File: config.mk
export PLATFORM = sky130hd
export DESIGN_NAME = ifetch_top
export DESIGN_NICKNAME = d
export VERILOG_FILES = /design/src/ifetch_pkg.sv /design/src/ifetch_top.sv /design/src/instr_predecode.sv /design/src/icache_ctrl.sv /design/src/icache_array.sv /design/src/fetch_pc_gen.sv
export SDC_FILE = /design/constraint.sdc
export NUM_CORES = 2
export LEC_CHECK = 0
export BUFFER_PORTS_ARGS = -buffer_cell sky130_fd_sc_hd__buf_2
export CAP_MARGIN = 25
export CORE_ASPECT_RATIO = 1.5
export CORE_UTILIZATION = 40
export CTS_CLUSTER_SIZE = 16
export DETAILED_ROUTE_END_ITERATION = 10
export GPL_TIMING_DRIVEN = 1
export SLEW_MARGIN = 20
export SYNTH_ARGS = -nofsm -noshare
export SYNTH_HDL_FRONTEND = slang
export SYNTH_HIERARCHICAL = 1
export SYNTH_SLANG_ARGS = --single-unit
File: constraint.sdc
create_clock -name clk_i -period 20.3 [get_ports clk_i]
set_input_delay 3.045 -clock clk_i [delete_from_list [all_inputs] [get_ports clk_i]]
set_output_delay 3.045 -clock clk_i [all_outputs]
set_load 0.05 [all_outputs]
File: src/ifetch_pkg.sv
`default_nettype none

package ifetch_pkg;

   // widths that carry a meaning.
   typedef logic [31:0]  addr_t;
   typedef logic [31:0]  word_t;
   typedef logic [127:0] line_t;
   typedef logic [1:0]   word_sel_t;   // address bits 3:2.
   typedef logic [2:0]   instr_class_t;

   // instruction classes.
   localparam instr_class_t CLS_ALU    = 3'd0;
   localparam instr_class_t CLS_LOAD   = 3'd1;
   localparam instr_class_t CLS_STORE  = 3'd2;
   localparam instr_class_t CLS_BRANCH = 3'd3;
   localparam instr_class_t CLS_JAL    = 3'd4;
   localparam instr_class_t CLS_JALR   = 3'd5;
   localparam instr_class_t CLS_SYSTEM = 3'd6;
   localparam instr_class_t CLS_OTHER  = 3'd7;

   // line write into the cache array.
   typedef struct packed {
      addr_t addr;   // line aligned.
      line_t data;
   } mem_fill_t;

   // word handed from the controller to predecode.
   typedef struct packed {
      addr_t pc;
      word_t instr;
   } fetched_t;

   // registered output of the fetch unit.
   typedef struct packed {
      addr_t        pc;
      word_t        instr;
      instr_class_t cls;
   } predecoded_t;

endpackage

`default_nettype wire
File: src/ifetch_top.sv
`timescale 1ns/10ps
`default_nettype none

module ifetch_top
   import ifetch_pkg::*;
#(
   parameter int    LINE_COUNT = 16,
   parameter addr_t RESET_PC   = '0
) (
   input  wire logic  clk_i,
   input  wire logic  rst_i,
   input  wire logic  stall_i,
   input  wire logic  mem_busy_i,
   input  wire logic  mem_ready_i,
   input  wire line_t mem_line_i,
   output logic       mem_req_o,
   output addr_t      mem_addr_o,
   output logic       out_valid_o,
   output predecoded_t out_pkt_o
);

   addr_t     pc;
   addr_t     lookup_addr;
   logic      hit;
   word_t     hit_word;
   logic      fill_we;
   mem_fill_t fill;
   logic      fetch_valid;
   fetched_t  fetch;
   logic      advance;
   logic      redirect;
   addr_t     target;

   fetch_pc_gen #(
      .RESET_PC (RESET_PC)
   ) fetch_pc_gen_inst (
      .clk_i      (clk_i),
      .rst_i      (rst_i),
      .advance_i  (advance),
      .redirect_i (redirect),
      .target_i   (target),
      .pc_o       (pc)
   );

   icache_ctrl icache_ctrl_inst (
      .clk_i         (clk_i),
      .rst_i         (rst_i),
      .stall_i       (stall_i),
      .pc_i          (pc),
      .lookup_addr_o (lookup_addr),
      .hit_i         (hit),
      .hit_word_i    (hit_word),
      .fill_we_o     (fill_we),
      .fill_o        (fill),
      .mem_busy_i    (mem_busy_i),
      .mem_ready_i   (mem_ready_i),
      .mem_line_i    (mem_line_i),
      .mem_req_o     (mem_req_o),
      .mem_addr_o    (mem_addr_o),
      .fetch_valid_o (fetch_valid),
      .fetch_o       (fetch)
   );

   icache_array #(
      .LINE_COUNT (LINE_COUNT)
   ) icache_array_inst (
      .clk_i         (clk_i),
      .rst_i         (rst_i),
      .lookup_addr_i (lookup_addr),
      .hit_o         (hit),
      .hit_word_o    (hit_word),
      .fill_we_i     (fill_we),
      .fill_i        (fill)
   );

   instr_predecode instr_predecode_inst (
      .clk_i         (clk_i),
      .rst_i         (rst_i),
      .fetch_valid_i (fetch_valid),
      .fetch_i       (fetch),
      .out_valid_o   (out_valid_o),
      .out_pkt_o     (out_pkt_o),
      .advance_o     (advance),
      .redirect_o    (redirect),
      .target_o      (target)
   );

endmodule

`default_nettype wire

File: src/instr_predecode.sv
`timescale 1ns/10ps
`default_nettype none

module instr_predecode
   import ifetch_pkg::*;
(
   input  wire logic     clk_i,
   input  wire logic     rst_i,
   input  wire logic     fetch_valid_i,
   input  wire fetched_t fetch_i,
   output logic          out_valid_o,
   output predecoded_t   out_pkt_o,
   output logic          advance_o,
   output logic          redirect_o,
   output addr_t         target_o
);

   localparam logic [6:0] OP_ALU_IMM = 7'b0010011;
   localparam logic [6:0] OP_ALU_REG = 7'b0110011;
   localparam logic [6:0] OP_LOAD    = 7'b0000011;
   localparam logic [6:0] OP_STORE   = 7'b0100011;
   localparam logic [6:0] OP_BRANCH  = 7'b1100011;
   localparam logic [6:0] OP_JAL     = 7'b1101111;
   localparam logic [6:0] OP_JALR    = 7'b1100111;
   localparam logic [6:0] OP_SYSTEM  = 7'b1110011;

   function automatic instr_class_t classify(input word_t instr);
      unique case (instr[6:0])
         OP_ALU_IMM, OP_ALU_REG: classify = CLS_ALU;
         OP_LOAD:                classify = CLS_LOAD;
         OP_STORE:               classify = CLS_STORE;
         OP_BRANCH:              classify = CLS_BRANCH;
         OP_JAL:                 classify = CLS_JAL;
         OP_JALR:                classify = CLS_JALR;
         OP_SYSTEM:              classify = CLS_SYSTEM;
         default:                classify = CLS_OTHER;
      endcase
   endfunction

   logic        out_valid_q;
   predecoded_t pkt_q;
   addr_t       j_imm;

   always_ff @(posedge clk_i) begin
      if (!rst_i) begin
         out_valid_q <= 1'b0;
      end else begin
         out_valid_q <= fetch_valid_i;
      end
   end

   always_ff @(posedge clk_i) begin
      if (fetch_valid_i) begin
         pkt_q.pc    <= fetch_i.pc;
         pkt_q.instr <= fetch_i.instr;
         pkt_q.cls   <= classify(fetch_i.instr);
      end
   end

   // j-type immediate, sign extended.
   assign j_imm = {{12{pkt_q.instr[31]}}, pkt_q.instr[19:12], pkt_q.instr[20],
                   pkt_q.instr[30:21], 1'b0};

   assign out_valid_o = out_valid_q;
   assign out_pkt_o   = pkt_q;
   assign advance_o   = out_valid_q;   // pc moves on in the output cycle.
   assign redirect_o  = out_valid_q && (pkt_q.cls == CLS_JAL);
   assign target_o    = pkt_q.pc + j_imm;

endmodule

`default_nettype wire

File: src/icache_ctrl.sv
`timescale 1ns/10ps
`default_nettype none

module icache_ctrl
   import ifetch_pkg::*;
(
   input  wire logic      clk_i,
   input  wire logic      rst_i,
   input  wire logic      stall_i,
   input  wire addr_t     pc_i,
   output addr_t          lookup_addr_o,
   input  wire logic      hit_i,
   input  wire word_t     hit_word_i,
   output logic           fill_we_o,
   output mem_fill_t      fill_o,
   input  wire logic      mem_busy_i,
   input  wire logic      mem_ready_i,
   input  wire line_t     mem_line_i,
   output logic           mem_req_o,
   output addr_t          mem_addr_o,
   output logic           fetch_valid_o,
   output fetched_t       fetch_o
);

   typedef enum logic [1:0] {
      IDLE,
      LOOKUP,
      MEM_WAIT,
      FILL_DONE
   } ictrl_state_e;

   ictrl_state_e state_q;
   ictrl_state_e state_next;

   addr_t     line_addr_q;   // line being filled.
   word_sel_t word_sel_q;
   line_t     line_q;
   addr_t     pc_line_addr;
   word_t     fill_word;

   assign pc_line_addr = {pc_i[31:4], 4'b0000};
   assign fill_word    = line_q[word_sel_q*32 +: 32];

   // next state.
   always_comb begin
      state_next = state_q;
      unique case (state_q)
         IDLE: begin
            if (!stall_i) begin
               state_next = LOOKUP;
            end
         end
         LOOKUP: begin
            if (hit_i) begin
               if (!stall_i) begin
                  state_next = IDLE;
               end
            end else if (!mem_busy_i) begin
               // a miss already on the bus goes ahead even when stalled.
               state_next = MEM_WAIT;
            end
         end
         MEM_WAIT: begin
            if (mem_ready_i) begin
               state_next = FILL_DONE;
            end
         end
         FILL_DONE: begin
            if (!stall_i) begin
               state_next = IDLE;
            end
         end
         default: state_next = IDLE;
      endcase
   end

   always_ff @(posedge clk_i) begin
      if (!rst_i) begin
         state_q <= IDLE;
      end else begin
         state_q <= state_next;
      end
   end

   // miss bookkeeping and the arriving line.
   always_ff @(posedge clk_i) begin
      if (state_q == LOOKUP && !hit_i && !mem_busy_i) begin
         line_addr_q <= pc_line_addr;
         word_sel_q  <= pc_i[3:2];
      end
      if (state_q == MEM_WAIT && mem_ready_i) begin
         line_q <= mem_line_i;
      end
   end

   assign lookup_addr_o = pc_i;

   // memory port.
   assign mem_req_o  = (state_q == LOOKUP && !hit_i) || (state_q == MEM_WAIT && !mem_ready_i);
   assign mem_addr_o = (state_q == MEM_WAIT) ? line_addr_q : pc_line_addr;

   // array write in the cycle the line arrives.
   assign fill_we_o   = (state_q == MEM_WAIT) && mem_ready_i;
   assign fill_o.addr = line_addr_q;
   assign fill_o.data = mem_line_i;

   // delivery to predecode.
   assign fetch_valid_o = !stall_i &&
                          ((state_q == LOOKUP && hit_i) || state_q == FILL_DONE);
   assign fetch_o.pc    = pc_i;   // pc holds still during a fill.
   assign fetch_o.instr = (state_q == FILL_DONE) ? fill_word : hit_word_i;

endmodule

`default_nettype wire

File: src/icache_array.sv
`timescale 1ns/10ps
`default_nettype none

module icache_array
   import ifetch_pkg::*;
#(
   parameter int LINE_COUNT = 16
) (
   input  wire logic      clk_i,
   input  wire logic      rst_i,
   input  wire addr_t     lookup_addr_i,
   output logic           hit_o,
   output word_t          hit_word_o,
   input  wire logic      fill_we_i,
   input  wire mem_fill_t fill_i
);

   localparam int INDEX_W = $clog2(LINE_COUNT);
   localparam int TAG_W   = 32 - 4 - INDEX_W;

   // storage.
   line_t              line_mem [LINE_COUNT];
   logic [TAG_W-1:0]   tag_mem  [LINE_COUNT];
   logic [LINE_COUNT-1:0] valid_q;

   logic [INDEX_W-1:0] lk_idx;
   logic [TAG_W-1:0]   lk_tag;
   word_sel_t          lk_sel;
   logic [INDEX_W-1:0] fill_idx;
   logic [TAG_W-1:0]   fill_tag;
   line_t              lk_line;

   // split the addresses into tag, index and word select.
   assign lk_sel   = lookup_addr_i[3:2];
   assign lk_idx   = lookup_addr_i[4 +: INDEX_W];
   assign lk_tag   = lookup_addr_i[31 -: TAG_W];
   assign fill_idx = fill_i.addr[4 +: INDEX_W];
   assign fill_tag = fill_i.addr[31 -: TAG_W];

   // combinational lookup.
   assign lk_line    = line_mem[lk_idx];
   assign hit_o      = valid_q[lk_idx] && (tag_mem[lk_idx] == lk_tag);
   assign hit_word_o = lk_line[lk_sel*32 +: 32];

   always_ff @(posedge clk_i) begin
      if (!rst_i) begin
         valid_q <= '0;
      end else if (fill_we_i) begin
         valid_q[fill_idx] <= 1'b1;
      end
   end

   // a fill replaces whatever line sat at the index.
   always_ff @(posedge clk_i) begin
      if (fill_we_i) begin
         line_mem[fill_idx] <= fill_i.data;
         tag_mem[fill_idx]  <= fill_tag;
      end
   end

endmodule

`default_nettype wire

File: src/fetch_pc_gen.sv
`timescale 1ns/10ps
`default_nettype none

module fetch_pc_gen
   import ifetch_pkg::*;
#(
   parameter addr_t RESET_PC = '0
) (
   input  wire logic  clk_i,
   input  wire logic  rst_i,
   input  wire logic  advance_i,
   input  wire logic  redirect_i,
   input  wire addr_t target_i,
   output addr_t      pc_o
);

   addr_t pc_q;
   addr_t pc_next;

   // next fetch address once the current one is consumed.
   always_comb begin
      pc_next = pc_q;
      if (advance_i) begin
         if (redirect_i) begin
            pc_next = target_i;   // jal target.
         end else begin
            pc_next = pc_q + 32'd4;
         end
      end
   end

   always_ff @(posedge clk_i) begin
      if (!rst_i) begin
         pc_q <= RESET_PC;
      end else begin
         pc_q <= pc_next;
      end
   end

   assign pc_o = pc_q;

endmodule

`default_nettype wire

==> summary.md <==
| Metric | Value |
|---|---|
| H-tree levels | `4` |
| GPL Wtd Cong | `0.902` |
| Cell count after synthesis | `4844` |
| Final worst-path cycle share | `43.9%` |
| I/O Pins | `234` |
| Chip Height | `636 um` |
| Hold WC Path Type | `reg2reg` |
| Initial Util | `40.3%` |
| Worst path required time | `17.26 ns` |
| Leak | `35.9 nW` |
| Initial antenna violation count | `87` |
| RSZ-0062 raised after global routing | `no` |
| Initial DRC Count | `4872` |
| Cells on Worst Hold Path | `0` |
| DRC | `0` |
| Fillers | `22324` |
| Placed instance area | `111000 um^2` |
| Setup TNS | `0 ns` |
| Min cycle time layout | `8.90 ns` |
| WL/cell | `31.8 um` |
| Hold_buf cts | `0` |
| Vias in the first global route | `52809` |
| CP peak stage delay | `0.84 ns` |
| Int Power | `8.68 mW` |
| Crit path max-delay family | `buffers and inverters` |
| Fin. max-slew vios | `0` |
| Area of the die | `270000 um^2` |
| Post-Layout Cell Count | `8730` |
| First-pass GRT wire length | `396 mm` |
| Clock Tree Buf Depth | `4` |
| Reg clk slew, reported paths | `0.06 ns` |
| Global route overflow | `0` |
| Post-route antenna net violation count | `0` |
| Global-route usage over all layers | `20.4%` |
| CP cell instances | `buf_4 > buf_4 > mux4_2 > mux2i_1 > xnor2_1 > a2111oi_0 > a31oi_1 > nor4_1 > buf_4 > nand2b_1 > o21ai_0 > buf_2` |
| CP bufs+invs | `4` |
| Crit path kind | `reg2out` |
| Power share of the clock group | `41.5%` |
| Power share of the sequential group | `56.7%` |
| Routed vias/inst | `5.82` |
| Least-Margin Pin Slew | `1.19 ns` |
| Area occupied by multi-input gates | `23900 um^2` |
| Max Clk Rate | `0.112 GHz` |
| Post-Syn Area | `107000 um^2` |
| Setup-failing EPs final | `0` |
| Crit start category | `flip-flop` |
| Largest net degree at the start of global routing | `123` |
| WHS | `0.446 ns` |
| Layout Skew | `0.0742 ns` |
| CTS buffer count | `242` |
| Worst VDD drop | `0.0000777 V` |
| CTS tree | `done` |
| Core Footprint | `266000 um^2` |
| Via count | `50807` |
| Post-layout instance area | `119000 um^2` |
| Power Dens Cells | `91.3 nW/um^2` |
| Synth Area per Inst | `22.2 um^2` |
| Critical Path Most Common Cell | `buf_4` |
| Worst path depth | `12` |
| Critical path capture point type | `primary output` |
| Final WL | `278 mm` |
| Drt first pass iters | `5` |
| Switching share of power | `20.2%` |
| PortBufs | `229` |
| R2R cell count | `13` |
| Setup Buffers After CTS | `0` |
| Max-cap check violation count | `0` |
| Crit path DAT | `5.86 ns` |
| Clock latency on the worst-skew pair | `0.89 ns` |
| Syn-to-layout area delta | `11.0%` |
| Nets | `5164` |
| Layout cells sized above 1 | `30.0%` |
| Status | `completed` |
| Slew headroom | `20.8%` |
| Placed cells | `8264` |
| Psw | `2.20 mW` |
| Total power | `10.9 mW` |
| Yosys warnings | `6` |
| CP Max Fanout | `36` |
| Comb pwr share | `1.8%` |
| TritonCTS Sinks | `2708` |
| Root Buffer | `clkbuf_16` |
| Die Span X | `425 um` |
| Register Area | `80800 um^2` |
| Worst path slowest cell | `dfxtp_4` |
| Post-CTS sizing | `0` |
| Fin. Hold Viols | `0` |
| # rows | `232` |
| DPL Wire Length | `160 mm` |
state kept, by name (all words and copies together), names as in the netlist:
register                        count
icache_ctrl_inst/line_addr_q       28
icache_array_inst/line_mem       2048
icache_ctrl_inst/word_sel_q         2
instr_predecode_inst/out_pkt_o     67
icache_array_inst/tag_mem         384
icache_ctrl_inst/line_q           128
icache_array_inst/valid_q          16
fetch_pc_gen_inst/pc_o             32
icache_ctrl_inst/state_q            2
instr_predecode_inst/advance_o      1
worst register-to-register path, delay by kind of cell, from the launching register on:
kind | cells | cell delay (ns)
buffers and inverters | 4 | 2.99
muxes | 3 | 1.46
DFF | 1 | 0.90
and+or+nand+nor | 4 | 0.71
AOI/OAI and AO/OA | 2 | 0.41
power by group through the flow:
stage | sequential, mW | combinational, mW | clock, mW
after detailed placement | 6.30 | 0.197 | 0
final | 6.17 | 0.196 | 4.51
after global routing | 6.17 | 0.207 | 4.78
after floorplan | 6.29 | 0.119 | 0
after global placement | 6.29 | 0.191 | 0
after CTS | 6.17 | 0.197 | 4.59
through the flow:
| stage | utilization, % | setup WS [ns] |
|---|---|---|
| CTS | 44.7 | 11.29 |
| finish | 44.7 | 11.40 |
| floorplan | - | 2.41 |
| global placement | 41.8 | 12.23 |
| global route | 44.7 | 11.08 |
| detailed placement | 41.8 | 12.27 |
worst paths after layout:
path                                  start                                  to  slack, ns
setup / recovery  fetch_pc_gen_inst/pc_o[6]                           mem_req_o      11.40
hold / removal    fetch_pc_gen_inst/pc_o[1]  instr_predecode_inst/out_pkt_o[36]       0.45
setup reg to reg  fetch_pc_gen_inst/pc_o[5]   instr_predecode_inst/out_pkt_o[0]      13.55
hold reg to reg   fetch_pc_gen_inst/pc_o[1]  instr_predecode_inst/out_pkt_o[36]       0.45
metal layers:
metal | global-route usage, % | wire [um] | part of all wire [%]
met5 | 0 | 407 | 0.15
met4 | 6.00 | 8780 | 3.2
met3 | 3.78 | 19600 | 7.1
met2 | 35.1 | 141000 | 51
met1 | 26.3 | 108000 | 39
cell usage in the layout (no fill, tap or decap), types with 47 or more instances in the layout:
master        n
a21oi_1      53
buf_2       230
buf_4        98
clkbuf_1     57
clkbuf_16   245
clkinv_2     48
edfxtp_1   2657
mux2i_1      99
mux4_2      757
nand2_1     114
nor2_1       47
o21ai_0      50
cell type report:
type | count | area share [%]
Antenna cell | 27 | 0.0567
Tap cell | 3510 | 3.69
Timing Repair Buffer | 347 | 1.90
Sequential cell | 2708 | 67.8
Clock inverter | 136 | 1.05
Clock buffer | 302 | 5.32
Multi-Input combinational cell | 1670 | 20.1
Inverter | 30 | 0.0966
No activity file was read; power rests on OpenSTA's default activity.
